==> src/common/video_pkg.sv <==
`default_nettype none

package video_pkg;

    localparam int PIX_W = 8;  // Width of the camera data bus

    typedef logic [PIX_W-1:0] pixel_t;

    // Output line timing phases
    typedef enum logic [1:0] {
        SYNC_IDLE,
        SYNC_FP,
        SYNC_PULSE,
        SYNC_ACTIVE
    } sync_state_t;

    // Camera capture phases
    typedef enum logic [1:0] {
        CAP_WAIT_FRAME,
        CAP_LINE,
        CAP_BLANK
    } cap_state_t;

endpackage : video_pkg

`default_nettype wire

==> src/cam_capture/cam_capture.sv <==
`timescale 1ns/100ps
`default_nettype none

module cam_capture (
    input  wire                      clk,
    input  wire                      rstn,
    input  wire                      cam_href,
    input  wire                      cam_vsync,
    input  wire video_pkg::pixel_t   cam_data,
    input  wire                      cap_ready,
    output logic                     cap_valid,
    output video_pkg::pixel_t        cap_data,
    output logic                     cap_last,
    output logic                     overflow
);

    logic                  href_q;
    logic                  vsync_q;
    video_pkg::pixel_t     data_q;
    video_pkg::cap_state_t state;
    logic                  line_end;

    assign line_end = href_q & ~cam_href;  // The next sample drops href so data_q closes the line

    always_ff @(posedge clk or negedge rstn) begin
        if (~rstn) begin
            href_q  <= 1'b0;
            vsync_q <= 1'b0;
        end else begin
            href_q  <= cam_href;
            vsync_q <= cam_vsync;
        end
    end

    always_ff @(posedge clk) begin
        data_q <= cam_data;
    end

    // LINE is entered one sample ahead so it covers every href_q pixel of the line
    always_ff @(posedge clk or negedge rstn) begin
        if (~rstn) begin
            state <= video_pkg::CAP_WAIT_FRAME;
        end else begin
            case (state)
                video_pkg::CAP_WAIT_FRAME: begin
                    if (vsync_q) begin
                        state <= video_pkg::CAP_BLANK;
                    end
                end
                video_pkg::CAP_BLANK: begin
                    if (cam_href) begin
                        state <= video_pkg::CAP_LINE;
                    end
                end
                video_pkg::CAP_LINE: begin
                    if (line_end) begin
                        state <= video_pkg::CAP_BLANK;
                    end
                end
                default: begin
                    state <= video_pkg::CAP_WAIT_FRAME;
                end
            endcase
        end
    end

    always_ff @(posedge clk or negedge rstn) begin
        if (~rstn) begin
            cap_valid <= 1'b0;
            overflow  <= 1'b0;
        end else begin
            cap_valid <= href_q && (state == video_pkg::CAP_LINE);
            if (cap_valid && !cap_ready) begin
                overflow <= 1'b1;  // The camera cannot wait so this pixel is lost
            end
        end
    end

    always_ff @(posedge clk) begin
        cap_data <= data_q;
        cap_last <= line_end;
    end

endmodule : cam_capture

`default_nettype wire

==> config.mk <==
export PLATFORM = sky130hd
export DESIGN_NAME = cam_capture
export DESIGN_NICKNAME = d
export VERILOG_FILES = /design/src/common/video_pkg.sv /design/src/cam_capture/cam_capture.sv
export SDC_FILE = /design/constraint.sdc
export NUM_CORES = 1
export LEC_CHECK = 0
export BUFFER_PORTS_ARGS = -buffer_cell sky130_fd_sc_hd__buf_2
export CELL_PAD_IN_SITES_DETAIL_PLACEMENT = 1
export CELL_PAD_IN_SITES_GLOBAL_PLACEMENT = 1
export CORE_MARGIN = 4
export CORE_UTILIZATION = 30
export CTS_CLUSTER_DIAMETER = 150
export CTS_CLUSTER_SIZE = 16
export DETAILED_ROUTE_END_ITERATION = 10
export PLACE_DENSITY = 0.64
export SLEW_MARGIN = 10
export SYNTH_ARGS = -nofsm -noshare
export SYNTH_HDL_FRONTEND = slang
export SYNTH_SLANG_ARGS = --single-unit
==> constraint.sdc <==
create_clock -name clk -period 0.8 [get_ports clk]
set_input_delay 0.08 -clock clk [delete_from_list [all_inputs] [get_ports clk]]
set_output_delay 0.08 -clock clk [all_outputs]
set_load 0.005 [all_outputs]
-- Word-level counts from Yosys, hierarchy flattened
Cells that the tools add are included.
- reductions and logical operators: 5
- bitwise logic cells: 2
- multiplexer cells: 4
- equal/unequal tests: 5
- operators by type and width (operator ; count):
    two-way mux 2 bit ; 3
    != test 2 bit (second input constant) ; 3
    one-hot mux 2 bit (3 select lines) ; 1
    AND reduction 3 bit ; 1
    equality test 2 x 1 -> 1 bit (second input constant) ; 1
    equality test 2 bit (second input constant) ; 1
    logical AND 1 bit ; 2
    zero test 2 bit ; 1
    bitwise AND 1 bit ; 1
    zero test 1 bit ; 1
    NOT 1 bit ; 1
- register bits after elaboration: 23
- input bits: 13
- word-level logic and storage cells: 24
- output and inout bits: 11

-- Logic depth before layout (Yosys ltp)
Gate-level depths: netlist (run 1).
- word-level depth: 4
- mapped depth: 3

-- Worst setup path after synthesis (run 1)
No wires, ideal clock.
- path kind: register -> register
- from: register state[1]
- to: register state[1]
- setup slack: 6 ps
- arrival: 698 ps
- clock period less this slack: 794 ps
- data required time: 704 ps
- cell stages (with the launch flop): 3
- cells stage by stage: dfrtp_1 > nand2b_4 > o32ai_2
- longest elaborated chain between the ends: 3
- elaborated cells on any way between the ends: 8
- ends and longest elaborated chain (item ; line ; text):
    from (decl) ; cam_capture.sv:20 ; video_pkg::cap_state_t state;
    from (signal assigned) ; cam_capture.sv:42 ; state <= video_pkg::CAP_WAIT_FRAME;
    from (signal assigned) ; cam_capture.sv:47 ; state <= video_pkg::CAP_BLANK;
    from (signal assigned) ; cam_capture.sv:52 ; state <= video_pkg::CAP_LINE;
    equality test 2 x 1 -> 1 bit, or another cell as far along ; cam_capture.sv:44 ; case (state)
    != test 2 bit (no source line) ; n/a ;
    AND reduction 3 bit (no source line) ; n/a ;
Several ways; a longest one is shown, not always the timed one.
A chain may end at the register's enable or synchronous reset.

-- Worst setup path after layout (run 1)
- from: register cap_valid
- to: output port cap_valid
- RTL lines (item ; line ; text):
    from (decl) ; cam_capture.sv:11 ; output logic cap_valid,
    from (signal assigned) ; cam_capture.sv:72 ; cap_valid <= href_q && (state == video_pkg::CAP_LINE);
No word-level cell between the ends.

==> results.cfg, run 1 <==
[synthesis]
synthTopCellsByArea = dfxtp_1, dfrtp_1, o32ai_2, nand2b_4, inv_1
ys_types = 10
synth_seq_area_share_pct = 86.5
synth_common_cells = dfxtp_1, dfrtp_1, inv_1
syn_nets = 47
syn_inst = 34
yosysTopAreaCellShare_pct = 60.0
synthFlopType = dfxtp_1
ys_seq_elements = 23
synth_top_cell_by_area = dfxtp_1
yosysWarnings = 0
synth-edff-count = 0
synth.most_common_cell = dfxtp_1
syn_area_um2 = 567
async_reset_ff_share_pct = 26.1
syn_avg_cell_area_um2 = 16.7

[die]
ioPinCount = 24
die_w_um = 51.5
num_rows = 15
fp.dieH_um = 51.5
die-area_mm2 = 0.00265
core_area_mm2 = 0.00176
start_util_pct = 32.1

[global_route]
antenna_found_initial = 0
grt_pass1_vias = 363
track_usage_pct = 8.86
overflow = 0
grt_max_degree = 15
grt_pass1_wl_um = 1610

[placement]
dp_cells = 83
pre_cts_slack_ns = -0.0264
dpl_cell_area_um2 = 721
gp_congestion = 0.703
port-buffer-count = 23

[final_layout]
drive_above_1_share_pct = 49.3
instances_no_fill = 100
stdcell_area_um2 = 896
n_antenna_cell = 0
fill_cells = 192
fin_nets = 89
synthToLayoutAreaGrowth_pct = 58.1

[worst_setup_path]
critPathBufInv = 1
cp_slowest_cell = dfrtp_1
critical-path-max-stage-delay_ns = 0.40
start_kind = flip-flop
cp_top_family = flip-flops
critPathRequiredTime_ns = 0.72
crit_cells = 1
crit_arrival_ns = 0.82
critical_path.max_fanout = 2
critPathCaptureType = output pin
cp_cell_sequence = buf_2
crit_type = flip-flop to output pin
ff2ff_path_depth = 2

[worst_hold_path]
hold_depth = 3
hold_path_class = input pin to flip-flop

[timing]
skew_ns = 0.00280
slew_violations = 0
setup_slack_ns = -0.104
fmax_mhz = 1110
hold_violations = 0
worst_pin_slew_ns = 0.158
rsz0062_at_grt = yes
maxSlewHeadroom_pct = 89.1
finalCritPeriodShare_pct = 113
fin_hold_ws_ns = 0.0396
setup_viol = 13
period_minus_slack_ns = 0.904

[routing]
first_pass_iters = 1
routedWlPerCell_um = 9.96
ant_nets = 0
viasPerCell = 3.80
wirelength_um = 996
via_count = 380
drt_iter0_drc = 0
drc_errors = 0

[pwr]
p_seq_share_pct = 59.5
power.switching_mw = 0.533
power.leakage_nw = 0.431
power_frac_comb_pct = 17.2
p_per_area_mw_per_mm2 = 2520
fin_total_pwr_mw = 2.26
irDropWorstVdd_uv = 1300
netSwitchingFraction_pct = 23.6
p_clk_share_pct = 23.4
power.internal_mw = 1.73

[clocking]
htreeDepth = 1
cts_tree = built
cts.sinks = 23
ctsLongestPathBuffers = 2
cts_buffers = 3
clk_pin_slew_ns = 0.12
cts_root_buf = clkbuf_4
clock_latency_ns = 0.30

[flow_run]
drv_cap = 0

[run_status]
violations = setup timing
status = finished with violations
## final cells by class
type,instances,area (um2),share of cell area [%]
flip-flops and latches,23,494,55.2
repair buffers,37,256,28.6
multi-input cells,8,73.8,8.24
well taps,25,31.3,3.49
clock buffers,3,22.5,2.51
inverters,3,11.3,1.26
clock inverters,1,6.26,0.698
## flip-flops by register name (all words and copies together), names as in the netlist
signal     flops
cap_data       8
cap_last       1
cap_valid      1
data_q         8
href_q         1
overflow       1
state          2
vsync_q        1
## timing repair
action                     4_1_cts  5_1_grt
hold endpoints to repair        17        0
hold buffers                    12        0
buffers inserted                 0        1
setup endpoints to repair       12       13
gates resized for setup          1        6
gates cloned                     0        0
## kinds of logic (layout without fill, tap and decap cells)
group / after synthesis / count (layout) / synth area share (%)
AND/OR/NAND/NOR: 4 / 4 / 4.41
flip-flops: 23 / 23 / 86.5
AO/OA/AOI/OAI: 3 / 3 / 5.30
buffers and inverters: 3 / 44 / 1.99
multiplexers: 1 / 1 / 1.77
## metal layers
metal	vias up	global-route usage (%)	share of wire [%]
li1	189	-	-
met1	170	9.09	41
met2	19	14.2	46
met3	2	6.41	11
met4	0	2.62	1.1
met5	-	0	0
## stage by stage
step / utilization, % / TNS [ns]
final: 50.8 / -0.422
after floorplan: - / 0
after global routing: 50.8 / -1.05
after detailed placement: 40.9 / -0.0264
after global placement: 40.9 / -0.00689
after CTS: 49.4 / -0.618
## worst paths after layout
check | start | to | slack [ns]
worst max-delay path | cap_valid$_DFF_PN0_ | cap_valid | -0.10
worst max register to register | state[1]$_DFFE_PN0P_ | state[1]$_DFFE_PN0P_ | -0.05
min in group asynchronous | rstn | overflow$_DFFE_PN0P_ | 0.13
max in group asynchronous | rstn | state[1]$_DFFE_PN0P_ | 0.52
worst min register to register | data_q[5]$_DFF_P_ | cap_data[5]$_DFF_P_ | 0.34
worst min-delay path | cap_ready | overflow$_DFFE_PN0P_ | 0.04
## cells in the final DEF, fill, tap and decap left out, types with 2 or more instances in the layout
cell type	Yosys	final
dfrtp_1	6	6
dfxtp_2	0	3
dlygate4sd3_1	0	12
inv_1	3	2
buf_2	0	22
dfxtp_1	17	14
buf_4	0	2
clkbuf_4	0	3
## power by group through the flow
stage / clock network, mW / registers, mW / logic [mW]
floorplan: 0 / 1.38 / 0.136
global placement: 0 / 1.37 / 0.282
detailed placement: 0 / 1.37 / 0.287
CTS: 0.559 / 1.34 / 0.332
global route: 0.618 / 1.36 / 0.418
finish: 0.528 / 1.34 / 0.388
Note: power is estimated with default switching activity, not from simulation.
==> run 2, diff against run 1 <==
Settings changed: CORE_UTILIZATION 30 to 36, PLACE_DENSITY 0.64 to 0.72.
Clock period 0.8 ns to 1.1 ns, I/O delays scaled along.
==> results.cfg, run 2 (synthesis gave the netlist of run 1 again) <==
[run_status]
status = finished, final reports clean

[global_route]
antenna_found_initial = 0
track_usage_pct = 9.80
grt_max_degree = 14
grt_pass1_vias = 361
grt_pass1_wl_um = 1460
overflow = 0

[final_layout]
synthToLayoutAreaGrowth_pct = 48.1
largestRegisters = cap_data x8, data_q x8, state x2
fin_nets = 86
mostFrequentLayoutCell = buf_2
drive_above_1_share_pct = 40.3
final_cell_mix = buf_2, dfxtp_1, dlygate4sd3_1
n_antenna_cell = 0

[clocking]
cts_resized = 0
cts_root_buf = clkbuf_4
ctsLongestPathBuffers = 2
clk_pin_slew_ns = 0.12
clock_latency_ns = 0.30
cts_tree = built
cts_buffers = 3
cts.sinks = 23
htreeDepth = 1

[timing]
fmax_mhz = 1070
maxSlewHeadroom_pct = 87.2
setup_slack_ns = 0.164
hold_violations = 0
period_minus_slack_ns = 0.936
slew_violations = 0
setup_viol = 0
skew_ns = 0.00347
tns_ns = 0
worst_pin_slew_ns = 0.187
rsz0062_at_grt = no
finalCritPeriodShare_pct = 85.1

[worst_setup_path]
cp_cell_sequence = dlygate4sd3_1, buf_2, inv_1, mux2i_1, o32ai_2
critical-path-max-stage-delay_ns = 0.52
critPathLaunch = cam_href
critical_path.max_fanout = 5
ff2ff_path_depth = 2
critPathRequiredTime_ns = 1.29
crit_type = input pin to flip-flop
r2r_slack_ns = 0.23
cp_slowest_cell = dlygate4sd3_1
timing.rr.start = state[1]$_DFFE_PN0P_
crit_arrival_ns = 1.12
critPathCaptureType = flip-flop
rr_endpoint = state[1]$_DFFE_PN0P_
start_kind = input pin

[routing]
ant_nets = 0
wirelength_um = 961
first_pass_iters = 2
routedWlPerCell_um = 10.9
drc_errors = 0
viasPerCell = 4.32
via_count = 380
drt_iter0_drc = 2

[flow_run]
drv_cap = 0

[placement]
port-buffer-count = 23
pre_cts_slack_ns = 0.240
dp_hpwl_um = 703
gp_congestion = 0.665

[pwr]
fin_total_pwr_mw = 1.57
power.leakage_nw = 0.413
p_per_area_mw_per_mm2 = 1870
irDropWorstVdd_uv = 879

[die]
start_util_pct = 38.1
num_rows = 14
fp.dieH_um = 47.7
die_w_um = 47.7
die-area_mm2 = 0.00227
core_area_mm2 = 0.00149
ioPinCount = 24

[worst_hold_path]
hold_path_class = input pin to flip-flop
hold_path_end = overflow$_DFFE_PN0P_
hold_depth = 3
hp-start = cap_ready
-- run 2: area by class of cell --
type / instances / area [um2]
fill: 163 / 649
tap: 16 / 20.0
timing repair buffer: 34 / 225
sequential: 23 / 490
clock inverter: 1 / 5.00
inverter: 3 / 11.3
clock buffer: 3 / 22.5
multi-input combinational: 8 / 65.1
-- run 2: power by group --
| part | switching, mW | internal [mW] | total (mW) |
|---|---|---|---|
| clock | 0.234 | 0.135 | 0.369 |
| combinational | 0.0743 | 0.138 | 0.212 |
| sequential | 0.0588 | 0.928 | 0.986 |
-- run 2: worst max-delay path by stage --
stage / end / slack (ns) / depth (start not counted)
3_5_place_dp: state[1]$_DFFE_PN0P_ / 0.24 / 2
6_report: state[1]$_DFFE_PN0P_ / 0.16 / 5
4_1_cts: overflow / 0.15 / 1
5_1_grt: state[1]$_DFFE_PN0P_ / 0.11 / 5
2_1_floorplan: state[1]$_DFFE_PN0P_ / 0.31 / 2
3_3_place_gp: state[1]$_DFFE_PN0P_ / 0.29 / 2
-- run 2: critical path, delay by kind of cell --
kind	cells	cell delay, ns
buffers and inverters	3	0.72
muxes	1	0.18
AOI/OAI and AO/OA	1	0.11
-- run 2: timing repair --
action	in CTS	in global routing
hold endpoints to repair	16	0
hold buffers	11	0
setup buffers	0	0
-- run 2: through the flow --
stage / cell area [um2] / hold slack [ns] / cells / util [%]
finish: 840 / 0.0635 / 88 / 56.4
global placement: 702 / -0.0592 / 73 / 47.1
CTS: 840 / 0.0543 / 88 / 56.4
detailed placement: 702 / -0.0591 / 73 / 47.1
floorplan: 567 / -0.186 / 34 / -
global route: 840 / 0.0757 / 88 / 56.4
-- run 2: metal layers --
metal | wire length (um) | track usage [%] | up-vias | share of wire [%]
li1 | - | - | 184 | -
met1 | 309 | 8.47 | 182 | 32
met2 | 564 | 18.5 | 12 | 59
met3 | 74 | 2.26 | 2 | 7.7
met4 | 12 | 8.06 | 0 | 1.2
met5 | 0 | 0 | - | 0
