**src/common/video_pkg.sv**
```systemverilog
`default_nettype none

package video_pkg;

    localparam int PIX_W = 8;  // Width of the camera data bus

    typedef logic [PIX_W-1:0] pixel_t;

    // Output line timing phases
    typedef enum logic [1:0] {
        SYNC_IDLE,
        SYNC_FP,
        SYNC_PULSE,
        SYNC_ACTIVE
    } sync_state_t;

    // Camera capture phases
    typedef enum logic [1:0] {
        CAP_WAIT_FRAME,
        CAP_LINE,
        CAP_BLANK
    } cap_state_t;

endpackage : video_pkg

`default_nettype wire

```
**src/sync_gen/sync_gen.sv**
```systemverilog
`timescale 1ns/100ps
`default_nettype none

module sync_gen #(
    parameter int H_ACT   = 1280,
    parameter int H_FP    = 150,
    parameter int H_SYNC  = 40,
    parameter int V_DELAY = 5
) (
    input  wire  clk,
    input  wire  rstn,
    input  wire  cam_href,
    input  wire  cam_vsync,
    output logic hsync,
    output logic vsync,
    output logic de
);

    localparam int H_MAX = (H_ACT > H_FP) ? ((H_ACT > H_SYNC) ? H_ACT : H_SYNC)
                                          : ((H_FP > H_SYNC) ? H_FP : H_SYNC);
    localparam int HCW   = $clog2(H_MAX + 1);
    localparam int VCW   = $clog2(V_DELAY + 2);  // Saturates one line past V_DELAY

    logic                   href_d;
    logic                   vsync_d;
    logic                   locked;
    logic                   line_start;
    logic                   frame_start;
    logic [HCW-1:0]         h_cnt;
    logic [VCW-1:0]         v_cnt;
    video_pkg::sync_state_t state;

    always_ff @(posedge clk or negedge rstn) begin
        if (~rstn) begin
            href_d  <= 1'b0;
            vsync_d <= 1'b0;
        end else begin
            href_d  <= cam_href;
            vsync_d <= cam_vsync;
        end
    end

    assign frame_start = cam_vsync & ~vsync_d;

    // A camera line end restarts the output line unless porch or sync is still running
    assign line_start = href_d & ~cam_href & locked &
                        ((state == video_pkg::SYNC_IDLE) || (state == video_pkg::SYNC_ACTIVE));

    always_ff @(posedge clk or negedge rstn) begin
        if (~rstn) begin
            locked <= 1'b0;
            v_cnt  <= '0;
        end else begin
            if (frame_start) begin
                locked <= 1'b1;
                v_cnt  <= '0;
            end else if (line_start && (v_cnt <= VCW'(V_DELAY))) begin
                v_cnt <= v_cnt + 1'b1;
            end
        end
    end

    always_ff @(posedge clk or negedge rstn) begin
        if (~rstn) begin
            state <= video_pkg::SYNC_IDLE;
            h_cnt <= '0;
        end else if (line_start) begin
            state <= video_pkg::SYNC_FP;
            h_cnt <= '0;
        end else begin
            case (state)
                video_pkg::SYNC_FP: begin
                    if (h_cnt == HCW'(H_FP - 1)) begin
                        h_cnt <= '0;
                        state <= video_pkg::SYNC_PULSE;
                    end else begin
                        h_cnt <= h_cnt + 1'b1;
                    end
                end
                video_pkg::SYNC_PULSE: begin
                    if (h_cnt == HCW'(H_SYNC - 1)) begin
                        h_cnt <= '0;
                        state <= video_pkg::SYNC_ACTIVE;
                    end else begin
                        h_cnt <= h_cnt + 1'b1;
                    end
                end
                video_pkg::SYNC_ACTIVE: begin
                    if (h_cnt == HCW'(H_ACT - 1)) begin
                        h_cnt <= '0;
                        state <= video_pkg::SYNC_IDLE;
                    end else begin
                        h_cnt <= h_cnt + 1'b1;
                    end
                end
                default: begin
                    h_cnt <= '0;
                    state <= video_pkg::SYNC_IDLE;
                end
            endcase
        end
    end

    assign hsync = (state == video_pkg::SYNC_PULSE);
    assign de    = (state == video_pkg::SYNC_ACTIVE);
    assign vsync = hsync && (v_cnt == VCW'(V_DELAY));  // Only on output line V_DELAY of the frame

endmodule : sync_gen

`default_nettype wire

```
**src/verilog/video_out.sv**
```systemverilog
`timescale 1ns/100ps
`default_nettype none

module video_out #(
    parameter int H_ACT   = 1280,
    parameter int H_FP    = 150,
    parameter int H_SYNC  = 40,
    parameter int V_DELAY = 5
) (
    input  wire                      clk,
    input  wire                      rstn,
    input  wire                      cam_href,
    input  wire                      cam_vsync,
    input  wire                      out_valid,
    input  wire video_pkg::pixel_t   out_data,
    output logic                     out_ready,
    output logic                     hsync,
    output logic                     vsync,
    output logic                     de,
    output video_pkg::pixel_t        pix_out,
    output logic                     underrun
);

    logic hsync_gen;
    logic vsync_gen;
    logic de_gen;

    sync_gen #(
        .H_ACT   (H_ACT),
        .H_FP    (H_FP),
        .H_SYNC  (H_SYNC),
        .V_DELAY (V_DELAY)
    ) sync_gen_i (
        .clk       (clk),
        .rstn      (rstn),
        .cam_href  (cam_href),
        .cam_vsync (cam_vsync),
        .hsync     (hsync_gen),
        .vsync     (vsync_gen),
        .de        (de_gen)
    );

    assign out_ready = de_gen;  // One pop per display-enable cycle

    always_ff @(posedge clk or negedge rstn) begin
        if (~rstn) begin
            hsync    <= 1'b0;
            vsync    <= 1'b0;
            de       <= 1'b0;
            underrun <= 1'b0;
        end else begin
            hsync <= hsync_gen;
            vsync <= vsync_gen;
            de    <= de_gen;
            if (de_gen && !out_valid) begin
                underrun <= 1'b1;
            end
        end
    end

    always_ff @(posedge clk) begin
        pix_out <= (de_gen && out_valid) ? out_data : '0;
    end

endmodule : video_out

`default_nettype wire
```
**config.mk**
```make
export PLATFORM = sky130hd
export DESIGN_NAME = video_out
export DESIGN_NICKNAME = d
export VERILOG_FILES = /design/src/common/video_pkg.sv /design/src/sync_gen/sync_gen.sv /design/src/verilog/video_out.sv
export SDC_FILE = /design/constraint.sdc
export NUM_CORES = 1
export LEC_CHECK = 0
export ABC_CLOCK_PERIOD_IN_PS = 1650
export BUFFER_PORTS_ARGS = -buffer_cell sky130_fd_sc_hd__buf_2
export CAP_MARGIN = 25
export CORE_MARGIN = 2
export CORE_UTILIZATION = 25
export DETAILED_ROUTE_END_ITERATION = 10
export PLACE_DENSITY = 0.47
export RECOVER_POWER = 25
export SYNTH_ARGS = -nofsm -noshare
export SYNTH_HDL_FRONTEND = slang
export SYNTH_HIERARCHICAL = 1
export SYNTH_SLANG_ARGS = --single-unit
```
**constraint.sdc**
```tcl
create_clock -name clk -period 1.65 [get_ports clk]
set_input_delay 0.0825 -clock clk [delete_from_list [all_inputs] [get_ports clk]]
set_output_delay 0.0825 -clock clk [all_outputs]
set_load 0.03 [all_outputs]
```
## After elaboration in Yosys (flattened, before gate mapping)

Cells that the tools add are included.

- Bits in registers: 31
- Bits of input ports: 13
- Logic and storage cells: 51

- Mux-type cells: 12
- $add $sub $neg: 2
- Order comparisons: 1
- Reductions and logical operators: 9
- Eq/ne operators: 10
- Bitwise gates (word level): 6

Operators with widths:

| cell | number |
|---|---|
| 2-to-1 mux 11 bit | 4 |
| case mux 11 bit (3 select lines) | 1 |
| adder 11 x 1 -> 11 bit, second input constant | 1 |
| == test 11 bit, second input constant | 1 |
| == test 11 x 6 -> 1 bit, second input constant | 1 |
| == test 11 x 8 -> 1 bit, second input constant | 1 |
| != test 3 x 1 -> 1 bit, second input constant | 3 |
| 2-to-1 mux 2 bit | 4 |
| 2-to-1 mux 3 bit | 2 |
| case mux 2 bit (3 select lines) | 1 |
| bitwise AND 1 bit | 4 |
| == test 2 bit, second input constant | 2 |
| logical AND 1 bit | 4 |
| adder 3 x 1 -> 3 bit, second input constant | 1 |
| == test 3 bit, second input constant | 1 |
| <= comparator 3 bit, second input constant | 1 |
| AND reduction 3 bit | 1 |
| == test 2 x 1 -> 1 bit, second input constant | 1 |
| logical NOT 2 bit | 1 |
| NOT 1 bit | 2 |
| nonzero test 2 bit | 1 |
| logical NOT 1 bit | 1 |
| logical OR 1 bit | 1 |

## Logic depth before layout (Yosys ltp)

Gate-level depths: netlist (run 1).

- Depth after elaboration: 7
- Gate-level depth with buffers: 6

## Cells and area by module

Netlist (run 1), hierarchy kept.

By module, submodules not included:

| module | times used | sequential area each (µm²) | cells an instance | area each (µm²) |
|---|---|---|---|---|
| sync_gen | 1 | 475.5 | 106 | 1062.3 |
| video_out | 1 | 260.2 | 22 | 321.6 |

## Worst setup path after synthesis (run 1)

Ideal clock, no wire load.

- Kind: register to register
- From: register sync_gen_i.state[0]
- To: register sync_gen_i.v_cnt[2]
- Path buffers: 0
- Stages on the path, launching flop included: 7
- Data required time: 1573 ps
- Clock period less this slack: 1772 ps
- Arrival: 1694 ps
- Slack: -122 ps
- Library setup time: 77 ps
- Path through: dfrtp_1 inv_1 ha_1 and4bb_2 o21ai_0 or3_1 a21oi_1

- Cells in the longest elaborated chain, start to end: 5
- Elaborated cells on any way between the ends: 6
- Classes of those cells: eq/ne (1); bitwise (1); reduce/logical (4)

RTL lines:

| what | RTL line | text |
|---|---|---|
| start: declaration | sync_gen.sv:31 | `video_pkg::sync_state_t state;` |
| start signal: assignment | sync_gen.sv:65 | `state <= video_pkg::SYNC_IDLE;` |
| start signal: assignment | sync_gen.sv:68 | `state <= video_pkg::SYNC_FP;` |
| start signal: assignment | sync_gen.sv:75 | `state <= video_pkg::SYNC_PULSE;` |
| == test 2 bit or logical NOT 2 bit (tied branches) | sync_gen.sv:47 | `((state == video_pkg::SYNC_IDLE) \|\| (state == video_pkg::SYNC_ACTIVE));` |
| logical OR 1 bit (*) | sync_gen.sv:47 |  |
| bitwise AND 1 bit (*) | sync_gen.sv:46 | `assign line_start = href_d & ~cam_href & locked &` |
| logical AND 1 bit (*) | sync_gen.sv:57 | `end else if (line_start && (v_cnt <= VCW'(V_DELAY))) begin` |
| nonzero test 2 bit (no line) (*) | -- |  |
| end signal: assignment | sync_gen.sv:58 | `v_cnt <= v_cnt + 1'b1;` |
| end: declaration | sync_gen.sv:30 | `logic [VCW-1:0] v_cnt;` |

Every way passes the cells marked *; elsewhere a longest branch is shown, timed or not.
A chain may end at the register's enable or synchronous reset.

## Worst setup path after layout (run 1)

- From: register sync_gen_i.h_cnt[8]
- To: register sync_gen_i.state[1]

- Cells in the longest elaborated chain, start to end: 3
- Elaborated cells on any way between the ends: 7
- Classes of those cells: eq/ne (6); reduce/logical (1)

RTL lines:

| what | RTL line | text |
|---|---|---|
| start: declaration | sync_gen.sv:29 | `logic [HCW-1:0] h_cnt;` |
| start signal: assignment | sync_gen.sv:77 | `h_cnt <= h_cnt + 1'b1;` |
| start signal: assignment | sync_gen.sv:85 | `h_cnt <= h_cnt + 1'b1;` |
| start signal: assignment | sync_gen.sv:93 | `h_cnt <= h_cnt + 1'b1;` |
| == test 11 x 8 -> 1 bit, or another cell as far along | sync_gen.sv:73 | `if (h_cnt == HCW'(H_FP - 1)) begin` |
| != test 3 x 1 -> 1 bit (no line) | -- |  |
| AND reduction 3 bit (no line) (*) | -- |  |
| end signal: assignment | sync_gen.sv:68 |  |
| end signal: assignment | sync_gen.sv:75 |  |
| end signal: assignment | sync_gen.sv:83 | `state <= video_pkg::SYNC_ACTIVE;` |

Marks and branches as above.

==> flow_summary.yaml, run 1 <==
place:
  post_dp_cell_area_um2: 1830
  dpl.hpwl_mm: 2.10
  gp_congestion: 0.791
  portBuffers: 25
floorplan:
  io_pins: 26
  start_util_pct: 25.4
  core_area_um2: 5440
  num_rows: 27
  die_area_um2: 6150
  die_x_um: 78.4
  die_y_um: 78.4
clocking:
  ctsRootBufferMaster: "clkbuf_8"
  clockBufferDepth: 2
  clock_latency_ns: 0.28
  tritoncts: "built"
  clk_pin_slew_ns: 0.07
  htree_levels: 2
  numCtsBuffers: 5
  cts_sinks: 31
critical_path:
  cp.arrival_ns: 1.92
  cp_data_required_time_ns: 1.81
  worst-path-max-fanout: 5
  cp-start-kind: "flop"
  crit_path_end_kind: "flop"
  crit_type: "flop to flop"
drt:
  ant_nets: 0
  wl_per_cell_um: 10.7
  via_per_inst: 4.19
  detail_route.iter0.violations: 78
  drc: 0
  first_pass_iters: 4
  routed_wl_mm: 2.85
  vias: 1114
final_layout:
  num_antenna_cells: 0
  nets: 215
  final_cell_mix: "buf_4, dfrtp_1, buf_2, nor2_1, and3_1"
  layout_commonest_cell: "buf_4"
  utilization_pct: 38.0
  final_area_um2: 2070
  drive_above_1_share_pct: 39.7
  areaGrowthSynthToFinish_pct: 49.3
sta:
  slew_headroom_pct: 61.7
  setup_violations: 11
  fin_crit_ns: 1.76
  max_freq_mhz: 570
  grt_setup_unrepaired: "true"
  tightest_slew_ns: 0.574
  slew_viol_final: 0
  final_hold_viol_count: 0
  skew_ns: 0.00907
  fin_crit_sh_pct: 106
  finalWorstSetupSlack_ns: -0.106
synth:
  syn_avg_cell_area_um2: 10.8
  ys_seq_elements: 31
  yosysTopAreaCell: "dfrtp_1"
  synth_warnings: 6
  seq_area_frac_synth_pct: 53.2
  yosys-top-cells-area: "dfrtp_1, dfxtp_1, ha_1"
  synth_top_area_share_pct: 41.6
  synthCells: 128
  ys_types: 35
  syn_nets: 150
  synth_area_um2: 1380
grt:
  grt_pass1_wl_mm: 4.91
  antenna_found_initial: 0
  grt_pass1_vias: 1097
  grt_usage_pct: 10.2
  grt-ovfl-total: 0
  grt_max_degree: 24
outcome:
  status: "finished, violations left"
  violations: "negative setup slack"
power_and_ir_drop:
  peakVddDrop_mv: 0.665
  power_mw: 3.06
  p_per_area_nw_per_um2: 1480
  power.leakage_nw: 0.971
flow_run:
  maxCapViolCount: 0
hold_path:
  hp-class: "primary input to flop"
[report_power, final]
group	internal, mW	switching (mW)	total [mW]
clock network	0.488	0.281	0.769
registers	0.882	0.0698	0.951
logic	0.655	0.683	1.34
[cells in the mapped netlist, drive strengths merged]
library cell,instances
a211oi,1
a21o,1
a21oi,2
a221o,1
a31oi,3
and3,9
and4b,1
and4bb,1
dfrtp,23
dfxtp,8
ha,9
inv,9
nand2,6
nand2b,1
nand3,3
nand4,1
nor2,20
nor2b,1
nor3,2
nor4,1
nor4b,3
nor4bb,1
o21a,1
o21ai,2
o311a,1
o31a,1
o31ai,1
or2,3
or3,1
or3b,1
xnor2,6
xor2,4
[critical path, stage by stage (launching register included)]
cell and delay, ns:
dfrtp_1 0.38, or3b_1 0.37, o31a_1 0.36, or2_0 0.24, a221o_1 0.29
[final cells by class]
type | count | area [µm²]
Timing Repair Buffer | 58 | 395
Fill cell | 545 | 3370
Tap cell | 72 | 90.1
Clock buffer | 6 | 82.6
Multi-Input combinational cell | 88 | 693
Inverter | 9 | 33.8
Clock inverter | 2 | 35.0
Sequential cell | 31 | 736
[layer usage]
metal / vias up / GRT usage, % / wire length [µm]
li1: 566 / - / -
met4: 0 / 4.21 / 42
met1: 510 / 13.6 / 1450
met2: 31 / 15.2 / 1220
met3: 7 / 3.45 / 141
met5: - / 0 / 0
[timing repair]
| item | CTS | global route |
|---|---|---|
| pin swaps | 4 | 7 |
| resized for setup | 5 | 5 |
| setup endpoints to repair | 14 | 16 |
| hold buffers | 3 | 0 |
| hold endpoints to repair | 25 | 0 |
| buffers inserted | 3 | 2 |
| gates cloned | 0 | 0 |
[through the flow]
step           setup TNS [ns]  setup slack (ns)  hold slack (ns)  std cells
6_report               -0.434            -0.106           0.0408        266
5_1_grt                 -1.47            -0.140           0.0267        266
4_1_cts                -0.467           -0.0817           0.0296        264
3_5_place_dp            -1.42            -0.161           0.0942        250
3_3_place_gp           -0.579           -0.0838           0.0844        250
2_1_floorplan         -0.0742           -0.0543           -0.213        128
[kinds of logic (layout without fill, tap and decap cells)]
kind of cell / after synthesis / count (layout) / synth area share [%]
AND/OR/NAND/NOR: 55 / 55 / 21.9
adder cells (fa/ha/maj): 9 / 9 / 8.14
buffers and inverters: 9 / 75 / 2.44
AO/OA/AOI/OAI: 14 / 14 / 8.05
XOR/XNOR: 10 / 10 / 6.33
flip-flops: 31 / 31 / 53.2
[sequential cells by signal, indices dropped and copies added, names as in the netlist]
| register | count |
|---|---|
| sync_gen_i/v_cnt | 3 |
| sync_gen_i/h_cnt | 11 |
| de | 1 |
| sync_gen_i/vsync_d | 1 |
| pix_out | 8 |
| sync_gen_i/href_d | 1 |
| underrun | 1 |
| sync_gen_i/state | 2 |
| hsync | 1 |
| sync_gen_i/locked | 1 |
| vsync | 1 |
[path summary, 6_finish.rpt]
path / slack, ns / from / cells after the start / endpoint
worst max-delay path: -0.11 / sync_gen_i/h_cnt[8] / 4 / sync_gen_i/state[1]
worst min-delay path: 0.04 / out_data[1] / 2 / pix_out[1]
worst max register to register: -0.11 / sync_gen_i/h_cnt[8] / 4 / sync_gen_i/state[1]
worst min register to register: 0.46 / underrun / 1 / underrun
max in group asynchronous: 0.94 / rstn / 2 / sync_gen_i/v_cnt[2]
min in group asynchronous: 0.32 / rstn / 2 / sync_gen_i/h_cnt[4]
Note: power is estimated with default switching activity, not from simulation.
==> run 2: changes to the inputs <==
ABC_CLOCK_PERIOD_IN_PS = 2000   (was 1650)
PLACE_DENSITY = 0.45   (was 0.47)
clock period = 2 ns   (was 1.65 ns; I/O delays follow)
==> run 2 against run 1 <==
Power decreased by 32%. Combinational power shrank 39%. Clock skew decreased by 0.0032 ns. Routed wire length down 0.70%. The flow now finishes without violations. Setup slack improved by 0.21 ns. Critical path depth rose by 2.
==> flow_summary.yaml, run 2 (same netlist as run 1, synthesis figures left out) <==
drt:
  detail_route.iter0.violations: 42
  routed_wl_mm: 2.83
  wl_per_cell_um: 11.7
  vias: 1061
  ant_nets: 0
  first_pass_iters: 4
  via_per_inst: 4.38
  drc: 0
place:
  portBuffers: 25
  dpl.hpwl_mm: 2.05
  gp_congestion: 0.735
  place_ws_ns: 0.103
  dp_cells: 231
power_and_ir_drop:
  power.leakage_nw: 0.815
  peakVddDrop_mv: 0.438
  p_per_area_nw_per_um2: 1170
floorplan:
  core_area_um2: 5440
  die_x_um: 78.4
  io_pins: 26
  die_y_um: 78.4
  die_area_um2: 6150
  num_rows: 27
  start_util_pct: 25.4
grt:
  grt_max_degree: 24
  grt-ovfl-total: 0
  grt_pass1_vias: 1043
  grt_pass1_wl_mm: 4.71
  grt_usage_pct: 9.91
  antenna_found_initial: 0
critical_path:
  crit_path_end_kind: "flop"
  rrSetupSlack_ns: 0.10
  cp_data_required_time_ns: 2.20
  worst-path-max-fanout: 5
  cp-start-kind: "flop"
  r2r-end: "sync_gen_i/v_cnt[2]"
  rr_startpoint: "sync_gen_i/state[0]"
  setup.worst_path.start: "sync_gen_i/state[0]"
  crit_type: "flop to flop"
  cp.arrival_ns: 2.10
  endpoint: "sync_gen_i/v_cnt[2]"
  reg2regPathDepth: 6
sta:
  fin_tns_setup_ns: 0
  setup_violations: 0
  slew_headroom_pct: 14.6
  max_freq_mhz: 527
  slew_viol_final: 0
  fin_crit_sh_pct: 94.9
  final_hold_viol_count: 0
  fin_crit_ns: 1.90
  hold_ws_ns: 0.0657
  finalWorstSetupSlack_ns: 0.102
  skew_ns: 0.00588
  tightest_slew_ns: 1.28
clocking:
  tritoncts: "built"
  htree_levels: 2
  clock_latency_ns: 0.27
  numCtsBuffers: 5
  cts_sinks: 31
  clk_pin_slew_ns: 0.06
  clockBufferDepth: 2
  ctsRootBufferMaster: "clkbuf_8"
outcome:
  status: "complete, no violations"
final_layout:
  largest_reg_flops: 11
  final_cells: 242
  drive_above_1_share_pct: 25.3
  top_regs: "sync_gen_i/h_cnt x11, pix_out x8, sync_gen_i/v_cnt x3"
  final_cell_mix: "dfrtp_1, buf_2, nor2_1, and3_1"
  areaGrowthSynthToFinish_pct: 27.8
  largest_register: "sync_gen_i/h_cnt"
  num_antenna_cells: 0
  layout_commonest_cell: "dfrtp_1"
  nets: 192
  utilization_pct: 32.5
flow_run:
  maxCapViolCount: 0
hold_path:
  hp-class: "primary input to flop"
[run 2: report_power, final]
group | switching (mW) | total [mW] | internal, mW
combinational | 0.473 | 0.814 | 0.341
clock | 0.209 | 0.448 | 0.239
sequential | 0.0781 | 0.806 | 0.728
total | 0.760 | 2.07 | 1.31
[run 2: stage by stage]
step	instance area [µm²]	power, mW
after floorplan	1380	1.34
after global placement	1640	1.59
after detailed placement	1640	1.61
after CTS	1750	2.08
after global routing	1770	2.23
final	1770	2.07
[run 2: final cells by class]
type	instances	area (µm²)
Fill cell	571	3670
Tap cell	72	90.1
Multi-Input combinational cell	88	629
Timing Repair Buffer	35	204
Sequential cell	31	736
Clock buffer	7	76.3
Inverter	9	33.8
[run 2: how the worst min path moves through the flow]
stage	from	to	slack (ns)	depth (start not counted)
floorplan	rstn	de	-0.20	0
global placement	rstn	sync_gen_i/h_cnt[1]	0.11	1
detailed placement	rstn	sync_gen_i/h_cnt[7]	0.12	1
CTS	out_data[3]	pix_out[3]	0.06	2
global route	out_data[6]	pix_out[6]	0.05	2
finish	out_data[1]	pix_out[1]	0.07	2
[run 2: critical path, cell delays in order (launching register included)]
cell      delay (ns)
dfrtp_1         0.40
inv_1           0.11
ha_1            0.32
and4bb_2        0.37
o21ai_0         0.15
or3_1           0.33
a21oi_1         0.15
[run 2: metal layers]
metal | GRT usage (%) | wire (µm) | up-vias
met5 | 0 | 0 | -
met4 | 4.56 | 32 | 0
met3 | 4.02 | 204 | 4
met2 | 15.1 | 1250 | 31
met1 | 12.2 | 1340 | 503
li1 | - | - | 523
[run 2: timing repair]
action,in CTS,in global routing
hold endpoints to repair,25,0
setup buffers,0,1
hold buffers,3,0
endpoints found under the setup margin,0,13
resized for setup,0,3
==> run 3: changes to the inputs <==
BUFFER_PORTS_ARGS = -buffer_cell sky130_fd_sc_hd__buf_4   (was -buffer_cell sky130_fd_sc_hd__buf_2)
PLACE_DENSITY = 0.43   (was 0.45)
==> run 3 against run 2 <==
Final area is 2.3% higher. Via count fell by 2.4%. Core utilization up 0.74 points. Combinational power hardly changed. Power is 2.4% higher. Largest power group unchanged. Routed wire length shrank 2.0%.
==> flow_summary.yaml, run 3 (same netlist as run 1, synthesis figures left out) <==
outcome:
  status: "complete, no violations"
clocking:
  cts_sinks: 31
  clockBufferDepth: 2
  clock_latency_ns: 0.28
  numCtsBuffers: 5
  clk_pin_slew_ns: 0.06
  htree_levels: 2
  ctsRootBufferMaster: "clkbuf_8"
  cts_setup_buffers: 0
  tritoncts: "built"
grt:
  grt_usage_pct: 9.70
  antenna_found_initial: 0
  grt-ovfl-total: 0
  grt_pass1_vias: 999
  grt_pass1_wl_mm: 4.62
  grt_max_degree: 24
power_and_ir_drop:
  pwr-share-seq_pct: 38.0
  peakVddDrop_mv: 0.446
  p_clk_share_pct: 23.4
  power_mw: 2.12
  switching_share_pct: 36.0
  intPower_mw: 1.35
  power.leakage_nw: 0.829
  p_comb_share_pct: 38.6
  p_per_area_nw_per_um2: 1170
  p_sw_uw: 763
drt:
  first_pass_iters: 4
  routed_wl_mm: 2.78
  wl_per_cell_um: 11.6
  drc: 0
  vias: 1036
  via_per_inst: 4.32
  ant_nets: 0
  detail_route.iter0.violations: 34
critical_path:
  slowest_stage: "nor4bb_1"
  crit_type: "flop to flop"
  path_cells: "ha_1, nor4bb_1, a31oi_1, o31ai_4, buf_4, nor2_1"
  cp_data_required_time_ns: 2.17
  crit_family: "simple AND/OR/NAND/NOR gates"
  worst-path-max-fanout: 5
  cp-start-kind: "flop"
  crit_path_end_kind: "flop"
  cpPeakStageDelay_ns: 0.45
  crit_buf_inv: 1
  cp.arrival_ns: 2.09
floorplan:
  io_pins: 26
  die_x_um: 78.4
  start_util_pct: 25.4
  die_area_um2: 6150
  die_y_um: 78.4
  num_rows: 27
  core_area_um2: 5440
flow_run:
  maxCapViolCount: 0
sta:
  slew_viol_final: 0
  final_hold_viol_count: 0
  max_freq_mhz: 521
  setup_violations: 0
  skew_ns: 0.00728
  fin_crit_sh_pct: 95.9
  fin_crit_ns: 1.92
  grt_setup_unrepaired: "false"
  hold_ws_ns: 0.0600
  fin_tns_setup_ns: 0
  tightest_slew_ns: 1.30
  slew_headroom_pct: 13.3
hold_path:
  hp-class: "primary input to flop"
final_layout:
  nets: 189
  utilization_pct: 33.3
  num_antenna_cells: 0
  drive_above_1_share_pct: 24.4
  fill_cells: 562
  largest_reg_flops: 11
  largest_register: "sync_gen_i/h_cnt"
  layout_commonest_cell: "buf_4"
  areaGrowthSynthToFinish_pct: 30.7
  top_regs: "sync_gen_i/h_cnt x11, pix_out x8, sync_gen_i/v_cnt x3"
  final_cell_mix: "buf_4, dfrtp_1, nor2_1, and3_1, ha_1"
place:
  dpl.hpwl_mm: 2.10
  gp_congestion: 0.783
  portBuffers: 25
run 3: cell count changes in the layout (fill, tap and decap cells not counted):
cell / delta
clkbuf_8: +1
ha_2: -1
clkinv_2: +1
a31oi_2: -1
clkbuf_1: -3
nor4bb_1: +1
nor4bb_2: -1
a31oi_1: +1
ha_1: +1
buf_4: +21
o21ai_1: +1
buf_2: -22
o21ai_0: -1
run 3: power by group through the flow:
stage                     sequential [mW]  combinational (mW)  clock [mW]
final                               0.805               0.816       0.496
after global routing                0.818               0.901       0.558
after CTS                           0.806               0.827       0.523
after detailed placement            0.816               0.819           0
after global placement              0.813               0.812           0
after floorplan                     0.886               0.453           0
run 3: final timing paths:
| check | endpoint | slack, ns | cells past startpoint | startpoint |
|---|---|---|---|---|
| worst min-delay path | pix_out[2] | 0.06 | 2 | out_data[2] |
| max in group asynchronous | de | 0.60 | 2 | rstn |
| worst min register to register | underrun | 0.46 | 1 | underrun |
| min in group asynchronous | sync_gen_i/vsync_d | 0.63 | 2 | rstn |
| worst max-delay path | sync_gen_i/h_cnt[2] | 0.08 | 6 | sync_gen_i/h_cnt[0] |
| worst max register to register | sync_gen_i/h_cnt[2] | 0.08 | 6 | sync_gen_i/h_cnt[0] |
run 3: final cells by class:
class                      count  area (µm²)  share of cell area (%)
sequential                    31         736                    40.7
multi-input combinational     88         614                    34.0
timing repair buffer          32         244                    13.5
tap                           72        90.1                    4.98
clock buffer                   7        86.3                    4.77
inverter                       9        33.8                    1.87
clock inverter                 1        5.00                   0.277
run 3: layer usage:
layer	GRT usage, %	wire length, µm
met5	0	0
met4	3.68	43
met3	4.02	173
met2	15.3	1250
met1	11.8	1310
run 3: stage by stage:
step           worst slack [ns]  instance area, µm²  instances
2_1_floorplan             0.228                1380        128
3_3_place_gp              0.114                1690        229
3_5_place_dp             0.0672                1690        229
4_1_cts                  0.0337                1810        240
5_1_grt                 0.00411                1810        240
6_report                 0.0818                1810        240
run 3: worst register-to-register path: cells and delay by family, from the launching register on:
family / cells / cell delay [ns]
AND/OR/NAND/NOR: 2 / 0.50
AO/OA/AOI/OAI: 2 / 0.46
flip-flops: 1 / 0.40
adder cells (fa/ha/maj): 1 / 0.27
buffers and inverters: 1 / 0.18
run 3: what timing repair did:
| action | CTS | global route |
|---|---|---|
| gates resized for setup | 0 | 1 |
| setup endpoints to repair | 0 | 2 |
| hold buffers | 3 | 0 |
| endpoints found under the hold margin | 25 | 0 |
